## src/hdl/rv_params.svh

```systemverilog
`ifndef RV_PARAMS_SVH
`define RV_PARAMS_SVH

// core widths
`define WORD_W        64   // data and address
`define INSTR_W       32
`define REG_IDX_W     5    // 32 integer registers

// instruction cache geometry
`define LINE_W        512  // 8 bus beats, 16 instructions
`define ICACHE_LINES  16   // direct mapped sets

// system bus
`define BUS_DATA_W    64
`define BUS_TAG_W     13

`endif

```

## src/hdl/writeback.sv

```systemverilog
`timescale 1ns/1ns
`include "rv_params.svh"

module writeback (
  input  logic                  clk,
  input  logic                  reset,
  input  logic                  ex_valid,
  input  logic [`REG_IDX_W-1:0] ex_rd,
  input  logic [`WORD_W-1:0]    ex_data,
  input  logic                  is_ecall,
  input  logic [`WORD_W-1:0]    ex_a0,
  input  logic [`WORD_W-1:0]    ex_a7,
  output logic                  wr_en,
  output logic [`REG_IDX_W-1:0] wr_idx,
  output logic [`WORD_W-1:0]    wr_data,
  output logic                  retire,
  output logic                  halted,
  output logic [`WORD_W-1:0]    exit_code,
  output logic [`WORD_W-1:0]    syscall_num
);

  // commit in the ex_valid cycle, x0 never written
  assign wr_en   = ex_valid && !is_ecall && (ex_rd != '0);
  assign wr_idx  = ex_rd;
  assign wr_data = ex_data;

  always_ff @(posedge clk) begin
    if (reset) begin
      retire <= 1'b0;
      halted <= 1'b0;
    end else begin
      retire <= ex_valid && !is_ecall;             // ecall halts instead
      if (ex_valid && is_ecall) halted <= 1'b1;    // sticky
    end
  end

  always_ff @(posedge clk) begin
    if (ex_valid && is_ecall) begin
      exit_code   <= ex_a0;
      syscall_num <= ex_a7;
    end
  end

endmodule

```

## config.mk

```make
export PLATFORM = sky130hd
export DESIGN_NAME = writeback
export DESIGN_NICKNAME = d
export VERILOG_FILES = /design/src/hdl/writeback.sv
export VERILOG_INCLUDE_DIRS = /design/src /design/src/hdl
export SDC_FILE = /design/constraint.sdc
export NUM_CORES = 1
export LEC_CHECK = 0
export ABC_AREA = 1
export BUFFER_PORTS_ARGS = -buffer_cell sky130_fd_sc_hd__buf_2
export CAP_MARGIN = 40
export CORE_AREA = 3 3 156 158
export CTS_CLUSTER_DIAMETER = 150
export DETAILED_ROUTE_END_ITERATION = 8
export DIE_AREA = 0 0 159 161
export PLACE_DENSITY = 0.5
export SLEW_MARGIN = 20
export SYNTH_ARGS = -nofsm -noshare
export SYNTH_HDL_FRONTEND = slang
export SYNTH_SLANG_ARGS = --single-unit
```

## constraint.sdc

```tcl
create_clock -name clk -period 2.5 [get_ports clk]
set_input_delay 0.25 -clock clk [delete_from_list [all_inputs] [get_ports clk]]
set_output_delay 0.25 -clock clk [all_outputs]
set_load 0.05 [all_outputs]
```

==> results by group <==
Run
  • Max-cap viol count: 0

Power
  • Worst vdd ir: 467 µV
  • Power per cell area: 870 nW/µm²
  • LEAKAGE: 2.95 nW

CTS
  • H-tree Lvls: 4
  • Worst-Skew Late Latency: 0.41 ns
  • CTS tree: built
  • Postcts setup bufs: 0
  • Post-CTS Resized: 0
  • CTS Root Cell: clkbuf_16
  • Clock sinks: 130
  • CTS Buffer Depth: 2
  • Hold_buf cts: 49
  • Clk pin slew, worst setup/hold paths: 0.06 ns
  • CTS Buf Count: 17

Final layout
  • Layout cells sized above 1: 0.592
  • Area growth from synthesis to layout: 58.9%
  • Design area: 7080 µm²
  • Final nets: 709
  • Inserted Diodes: 0

Synthesis
  • Yosys cell types: 10
  • Leading post-synthesis cells by instance count: 128 x edfxtp_1, 69 x buf_4, 3 x inv_1, 3 x nor2_1
  • Ys async rst share: 0
  • Ranking of synthesized cells by area: edfxtp_1 86%, buf_4 12%, dfxtp_1 0.90%
  • Count leader, synth: edfxtp_1
  • Synth Area per Inst: 21.0 µm²
  • Syn_nets: 413
  • YS warnings: 0
  • Seq cells post-synth: 130
  • Post-Synthesis Cells: 212
  • Post-synthesis sequential area ratio: 0.871
  • Top-area cell type share of the netlist area: 0.862
  • Post-synth EDFFs: 128
  • Cell area after synthesis: 4460 µm²
  • Most used DFF post-synth: edfxtp_1
  • Cell accounting for the most synthesized area: edfxtp_1

Routing
  • Final wirelength: 14,000 µm
  • Drt initial violations: 84
  • Mean routed wirelength per cell: 16.6 µm
  • Pre-Repair DR Iteration Count: 4
  • Vias: 2,929
  • Via density: 3.49
  • Post-route DRC violation count: 0
  • Antenna-violating nets left: 0

Hold path
  • Hold Path End: syscall_num[39]
  • Min-delay worst type: primary input to flop
  • HP Start: ex_a7[39]
  • Hold depth: 1

Floorplanning
  • Die height: 161 µm
  • Die Area: 25,600 µm²
  • Initial Util: 0.192
  • Site Rows: 56
  • Num ports: 401
  • Core area: 23,300 µm²
  • Die X: 159 µm

Global routing
  • Remaining global-route overflow: 0
  • Initial antenna violation count: 3
  • Largest net degree at the start of global routing: 67
  • First-pass GRT wire length: 19,500 µm
  • Vias in the first global route: 3,075
  • GRT Util Overall: 0.102

Setup path
  • Crit path arrival time: 1.03 ns
  • Worst endpoint required time: 2.25 ns
  • Reg2Reg Capture Point: halted
  • Kind of critical path: flop to output pin
  • Reg2reg start: halted
  • CP top delay family: flip-flops
  • Crit start category: flop
  • Critical Path End Type: output pin
  • Crit Path Max Fanout: 2
  • Crit path largest cell delay: 0.35 ns
  • Buf/Inv on CP: 1
  • CP Cell Sequence: buf_2
  • Slowest CP cell: dfxtp_1
  • R2r setup slk: 1.93 ns
  • Worst reg2reg path depth: 2

Place
  • Pre-CTS WS: 0.899 ns
  • Dpl hpwl: 10,400 µm
  • DP Area: 5730 µm²
  • GPL Wtd Cong: 0.760
  • I/O Buffers: 272

STA
  • Worst-Margin Slew: 0.469 ns
  • Minimum clock period: 1.28 ns
  • RSZ-0062 raised after global routing: no
  • Setup Viol. Count Final: 0
  • Slew headroom: 0.688
  • Final period util: 0.514
  • Final setup TNS: 0 ns
  • Worst Skew: 0 ns
  • Max-slew violation total from the final report: 0
  • Final Hold Vio Count: 0
  • FMAX: 0.778 GHz
  • Worst setup margin: 1.22 ns

Run status
  • Status: finished clean
[flip-flops by register name, summed over array words and instances (netlist names)]
register,cells
retire,1
halted,1
syscall_num,64
exit_code,64
[power by group]
group | internal (W) | switching [W] | total [W]
clock network | 0.00168 | 0.000954 | 0.00264
logic | 0.000248 | 0.000678 | 0.000926
registers | 0.00256 | 0.0000379 | 0.00260
[per-stage QoR]
step | hold slack [ns] | cells | power (W) | util
after detailed placement | 0.428 | 736 | 0.00349 | 0.246
after global routing | 0.000112 | 839 | 0.00642 | 0.304
final | 0.0268 | 839 | 0.00616 | 0.304
after floorplan | 0.317 | 212 | 0.00348 | -
after CTS | 0.000175 | 816 | 0.00625 | 0.295
after global placement | 0.428 | 736 | 0.00348 | 0.246
[how the worst max path moves through the flow]
stage / slack, ns / cells past startpoint / startpoint / endpoint
detailed placement: 0.90 / 4 / is_ecall / exit_code[44]
global placement: 0.93 / 4 / is_ecall / exit_code[14]
finish: 1.22 / 1 / halted / halted
floorplan: 0.38 / 2 / ex_valid / exit_code[0]
global route: 1.15 / 1 / syscall_num[23] / syscall_num[23]
CTS: 1.15 / 1 / syscall_num[23] / syscall_num[23]
[worst reg2reg max path: stages, from the launching register on]
cell and delay, ns:
dfxtp_1 0.32, nor2_2 0.11, nor2_2 0.03
[routing by layer]
layer / up-vias / track usage / part of all wire
met1: 1365 / 0.103 / 0.36
met2: 208 / 0.174 / 0.50
met3: 51 / 0.0572 / 0.11
li1: 1299 / - / -
met5: - / 0 / 0.0029
met4: 6 / 0.0438 / 0.028
[cells in the final DEF, fill, tap and decap left out]
| cell type | n |
|---|---|
| dfxtp_1 | 2 |
| inv_1 | 3 |
| nor2_2 | 2 |
| clkinv_4 | 4 |
| nor3_1 | 1 |
| edfxtp_1 | 128 |
| clkinv_2 | 1 |
| bufinv_16 | 4 |
| nand2_1 | 2 |
| buf_2 | 272 |
| nor2_1 | 3 |
| dlygate4sd3_1 | 72 |
| clkinvlp_4 | 1 |
| clkbuf_16 | 17 |
| inv_6 | 5 |
| buf_4 | 1 |
| buf_12 | 1 |
| nand3_1 | 1 |
[area by class of cell]
| class | instances | area, µm² |
|---|---|---|
| clock buffers | 17 | 425 |
| clock inverters | 14 | 203 |
| fillers | 2337 | 16200 |
| inverters | 4 | 20.0 |
| multi-input cells | 9 | 41.3 |
| flip-flops and latches | 130 | 3880 |
| well taps | 319 | 399 |
| repair buffers | 346 | 2110 |
[kinds of logic (layout without fill, tap and decap cells)]
| group | Yosys count | count (layout) | synth area share |
|---|---|---|---|
| AND/OR/NAND/NOR | 9 | 9 | 0.00926 |
| flip-flops | 130 | 130 | 0.871 |
| buffers and inverters | 73 | 381 | 0.120 |
No activity file was read; power rests on OpenSTA's default activity.
