--- src/hdl/rv_params.svh ---
`ifndef RV_PARAMS_SVH
`define RV_PARAMS_SVH

// core widths
`define WORD_W        64   // data and address
`define INSTR_W       32
`define REG_IDX_W     5    // 32 integer registers

// instruction cache geometry
`define LINE_W        512  // 8 bus beats, 16 instructions
`define ICACHE_LINES  16   // direct mapped sets

// system bus
`define BUS_DATA_W    64
`define BUS_TAG_W     13

`endif

--- src/hdl/bus_fetch.sv ---
`timescale 1ns/1ns
`include "rv_params.svh"

module bus_fetch (
  input  logic                   clk,
  input  logic                   reset,
  input  logic                   fill_req,
  input  logic [`WORD_W-1:0]     fill_addr,
  output logic [`LINE_W-1:0]     fill_line,
  output logic                   fill_done,
  output logic                   bus_reqcyc,
  input  logic                   bus_reqack,
  output logic [`BUS_DATA_W-1:0] bus_req,
  output logic [`BUS_TAG_W-1:0]  bus_reqtag,
  input  logic                   bus_respcyc,
  output logic                   bus_respack,
  input  logic [`BUS_DATA_W-1:0] bus_resp,
  input  logic [`BUS_TAG_W-1:0]  bus_resptag
);

  localparam int BEATS = `LINE_W / `BUS_DATA_W;  // 8 beats per line
  localparam int CNT_W = $clog2(BEATS);
  localparam int OFF_W = $clog2(`LINE_W / 8);    // byte offset inside a line
  // read request to the memory target
  localparam logic [`BUS_TAG_W-1:0] READ_TAG = {1'b1, 4'b0001, 8'h00};

  typedef enum logic [1:0] {IDLE, REQUEST, COLLECT, DONE} state_e;

  state_e             state;
  logic [CNT_W-1:0]   beat_cnt;
  logic [`LINE_W-1:0] line_buf;
  logic               beat_ok;

  assign bus_reqcyc  = (state == REQUEST);  // held until reqack
  assign bus_reqtag  = READ_TAG;
  assign beat_ok     = bus_respcyc && (bus_resptag == READ_TAG);  // beat answering our read
  assign bus_respack = (state == COLLECT) && beat_ok;
  assign fill_done   = (state == DONE);     // one cycle, line complete
  assign fill_line   = line_buf;

  always_ff @(posedge clk) begin
    if (reset) begin
      state    <= IDLE;
      beat_cnt <= '0;
    end else begin
      case (state)
        IDLE: begin
          if (fill_req) begin
            state    <= REQUEST;
            beat_cnt <= '0;
          end
        end
        REQUEST: if (bus_reqack) state <= COLLECT;  // request taken on this edge
        COLLECT: begin
          if (beat_ok) begin
            beat_cnt <= beat_cnt + 1'b1;
            if (beat_cnt == CNT_W'(BEATS - 1)) state <= DONE;  // eighth beat
          end
        end
        DONE:    state <= IDLE;
        default: state <= IDLE;
      endcase
    end
  end

  // address latch and line shift register
  always_ff @(posedge clk) begin
    if (state == IDLE && fill_req)
      bus_req <= {fill_addr[`WORD_W-1:OFF_W], OFF_W'(0)};  // line aligned
    // lowest address arrives first and ends in the low bits
    if (bus_respack)
      line_buf <= {bus_resp, line_buf[`LINE_W-1:`BUS_DATA_W]};
  end

endmodule

--- config.mk ---
export PLATFORM = sky130hd
export DESIGN_NAME = bus_fetch
export DESIGN_NICKNAME = d
export VERILOG_FILES = /design/src/hdl/bus_fetch.sv
export VERILOG_INCLUDE_DIRS = /design/src /design/src/hdl
export SDC_FILE = /design/constraint.sdc
export NUM_CORES = 1
export LEC_CHECK = 0
export BUFFER_PORTS_ARGS = -buffer_cell sky130_fd_sc_hd__buf_4
export CORE_AREA = 3 3 286 288
export CTS_CLUSTER_SIZE = 30
export DETAILED_ROUTE_END_ITERATION = 6
export DIE_AREA = 0 0 289 291
export GPL_ROUTABILITY_DRIVEN = 1
export PLACE_DENSITY_LB_ADDON = 0.15
export SETUP_SLACK_MARGIN = 0.15
export SLEW_MARGIN = 10
export SYNTH_ARGS = -nofsm -noshare
export SYNTH_HDL_FRONTEND = slang
export SYNTH_SLANG_ARGS = --single-unit
--- constraint.sdc ---
create_clock -name clk -period 58.5 [get_ports clk]
set_input_delay 11.7 -clock clk [delete_from_list [all_inputs] [get_ports clk]]
set_output_delay 11.7 -clock clk [all_outputs]
set_load 0.02 [all_outputs]
==> impl_metrics.py <==
metrics = {
    "worst_setup_path": {
        "arrival_ps": 13410,
        "endpoint_kind": "primary output",
        "cp-start-kind": "input port",
        "cp.required_ps": 46800,
        "path_class": "input port to primary output",
        "crit_fanout": 47,
    },
    "floorplan": {
        "start_util_pct": 22.3,
        "core_area_sq_um": 79100,
        "ioPinCount": 738,
        "die_w_microns": 289,
        "chipHeight_microns": 291,
        "row_count": 103,
        "dieArea_sq_um": 84100,
    },
    "place": {
        "place_area_sq_um": 24300,
        "dp_hpwl_microns": 36400,
        "io_buffers": 712,
        "dpl_worst_slack_ps": 33350,
        "gp_congestion": 0.761,
    },
    "logic_synthesis": {
        "ys.flop_type": "edfxtp_1",
        "ys_seq_area_share_pct": 97.5,
        "synthDistinctLibCells": 24,
        "ys_top_cells_by_area": "edfxtp_1 (97%), buf_4 (0.81%), dfxtp_1 (0.57%)",
        "async_reset_ff_share_pct": 0,
        "yosysMostFrequentCell": "edfxtp_1",
        "synthTopCellsByCount": "edfxtp_1 (570), buf_4 (19), ha_1 (7), dfxtp_1 (5), inv_1 (5)",
        "syn_inst": 635,
        "synth-edff-count": 570,
        "syn_area_sq_um": 17700,
        "synth_top_area_cell": "edfxtp_1",
        "synth_top_area_share_pct": 96.9,
        "synth_warnings": 0,
        "ys_ff_latch": 575,
        "avgSynthCellArea_sq_um": 27.8,
    },
    "timing": {
        "rsz0062_at_grt": "no",
        "fin_crit_sh_pct": 42.9,
        "setup_tns_ps": 0,
        "worst_slew_pin_slew_ps": 1100,
        "max_clock_freq_ghz": 0.0398,
        "finalSetupViolCount": 0,
        "fin_crit_ps": 25110,
        "fin_skew_ps": 28.1,
        "worst_slack_ps": 33390,
        "hold_ws_ps": 441,
        "maxSlewViolCount": 0,
        "slew_headroom_pct": 26.5,
        "hold_viol_final": 0,
    },
    "power_and_ir_drop": {
        "power_frac_comb_pct": 5.5,
        "power.leakage_nw": 9.95,
        "irDropWorstVdd_mv": 0.0230,
        "power_density_nw_per_um2": 35.6,
        "p_sw_mw": 0.204,
        "seqPwrFrac_pct": 49.1,
        "pwr-share-clk_pct": 45.5,
        "p_sw_share_pct": 21.5,
        "power.internal_mw": 0.742,
    },
    "global_route": {
        "grt_pass1_vias": 9671,
        "track_usage_pct": 11.3,
        "grt_max_degree": 170,
        "grt_overflow": 0,
        "grt_pass1_wl_microns": 68500,
        "antenna_found_initial": 3,
    },
    "clocking": {
        "insertion_delay_ps": 600,
        "cts-htree-levels": 3,
        "cts_tree": "done",
        "clk_pin_slew_worst_paths_ps": 60,
        "post-cts-setup-buffers": 0,
        "cts_hold_buffers": 0,
        "cts_root_buf": "clkbuf_16",
        "ctsLongestPathBuffers": 3,
        "numCtsBuffers": 69,
        "ctsResizeCount": 0,
        "clock-sinks": 575,
    },
    "final_layout": {
        "nets": 1574,
        "final_area_sq_um": 26600,
        "drive_gt1_share_pct": 55.8,
        "area_growth_pct": 50.6,
        "post-route-util_pct": 33.6,
    },
    "min_path": {
        "min-delay-path-class": "register to register",
    },
    "routing": {
        "post-route-drc-count": 0,
        "antenna_left": 0,
        "initialDrtViolationCount": 521,
        "viasPerCell": 3.62,
        "vias": 9131,
        "dr.pass1.iters": 6,
        "routedWlPerCell_microns": 19.7,
        "totalWireLength_microns": 49800,
    },
    "outcome": {
        "status": "finished clean",
    },
    "flow_run": {
        "drv_cap": 0,
    },
}
## power by group through the flow
stage	Clock, mW	Sequential (mW)	Combinational (mW)
6_report	0.430	0.464	0.0516
5_1_grt	0.464	0.465	0.0553
4_1_cts	0.448	0.464	0.0527
3_5_place_dp	0	0.473	0.0526
3_3_place_gp	0	0.472	0.0518
2_1_floorplan	0	0.485	0.0128
## final cells by class
cell class / count / area, sq um
diodes: 1 / 2.50
clock inverters: 39 / 493
flip-flops and latches: 575 / 17200
clock buffers: 82 / 1800
fillers: 7728 / 52500
repair buffers: 717 / 5410
well taps: 1050 / 1310
inverters: 5 / 18.8
multi-input cells: 53 / 354
## stage by stage
| stage | total power, mW | std cells |
|---|---|---|
| after floorplan | 0.497 | 652 |
| after global placement | 0.524 | 2400 |
| after detailed placement | 0.525 | 2400 |
| after CTS | 0.965 | 2521 |
| after global routing | 0.984 | 2521 |
| final | 0.946 | 2522 |
## worst max-delay path: stages
cell    delay, ps
buf_4         110
nor4_2        300
and4_1        370
and2_4        630
buf_4         260
## layout by cell type, fill, tap and decap left out, types with 2 or more instances in the layout
cell	Yosys	final
inv_6	0	4
clkinv_2	0	10
clkinv_1	0	10
clkinv_4	0	2
edfxtp_1	570	570
dfxtp_1	5	5
clkinv_8	0	2
a21oi_1	2	2
conb_1	2	19
o21a_1	2	2
nor2_1	2	2
clkbuf_1	0	12
clkbuf_16	0	70
buf_4	19	715
nand4_1	3	3
ha_1	7	7
inv_1	5	5
o21ai_0	4	4
bufinv_16	0	9
buf_12	0	2
## state kept, by name, summed over array words and instances, names as in the netlist
register,cells
fill_line,512
bus_req,58
beat_cnt,3
state,2
## per-layer routing
| layer | global-route usage [%] | share of wire, % | vias up |
|---|---|---|---|
| met4 | 4.92 | 3.9 | 2 |
| met3 | 4.43 | 9.1 | 101 |
| met2 | 21.3 | 56 | 395 |
| met5 | 0 | 0.026 | - |
| li1 | - | - | 4133 |
| met1 | 10.5 | 31 | 4500 |
## worst paths after layout
kind / start / endpoint / slack [ps] / cells past startpoint
worst max-delay path: bus_resptag[1] / bus_respack / 33390 / 5
worst min-delay path: fill_line[179] / fill_line[115] / 440 / 0
worst max register to register: state[0] / fill_line[85] / 54960 / 5
worst min register to register: fill_line[179] / fill_line[115] / 440 / 0
## kinds of logic (layout without fill, tap and decap cells)
| group | Yosys count | after routing | share of synthesized area, % |
|---|---|---|---|
| compound gates | 12 | 12 | 0.460 |
| buf+inv | 24 | 843 | 0.914 |
| flops | 575 | 575 | 97.5 |
| fa+ha+maj | 7 | 7 | 0.496 |
| simple gates | 15 | 15 | 0.623 |
| other cells | 2 | 20 | 0.0425 |
No activity file was read; power rests on OpenSTA's default activity.
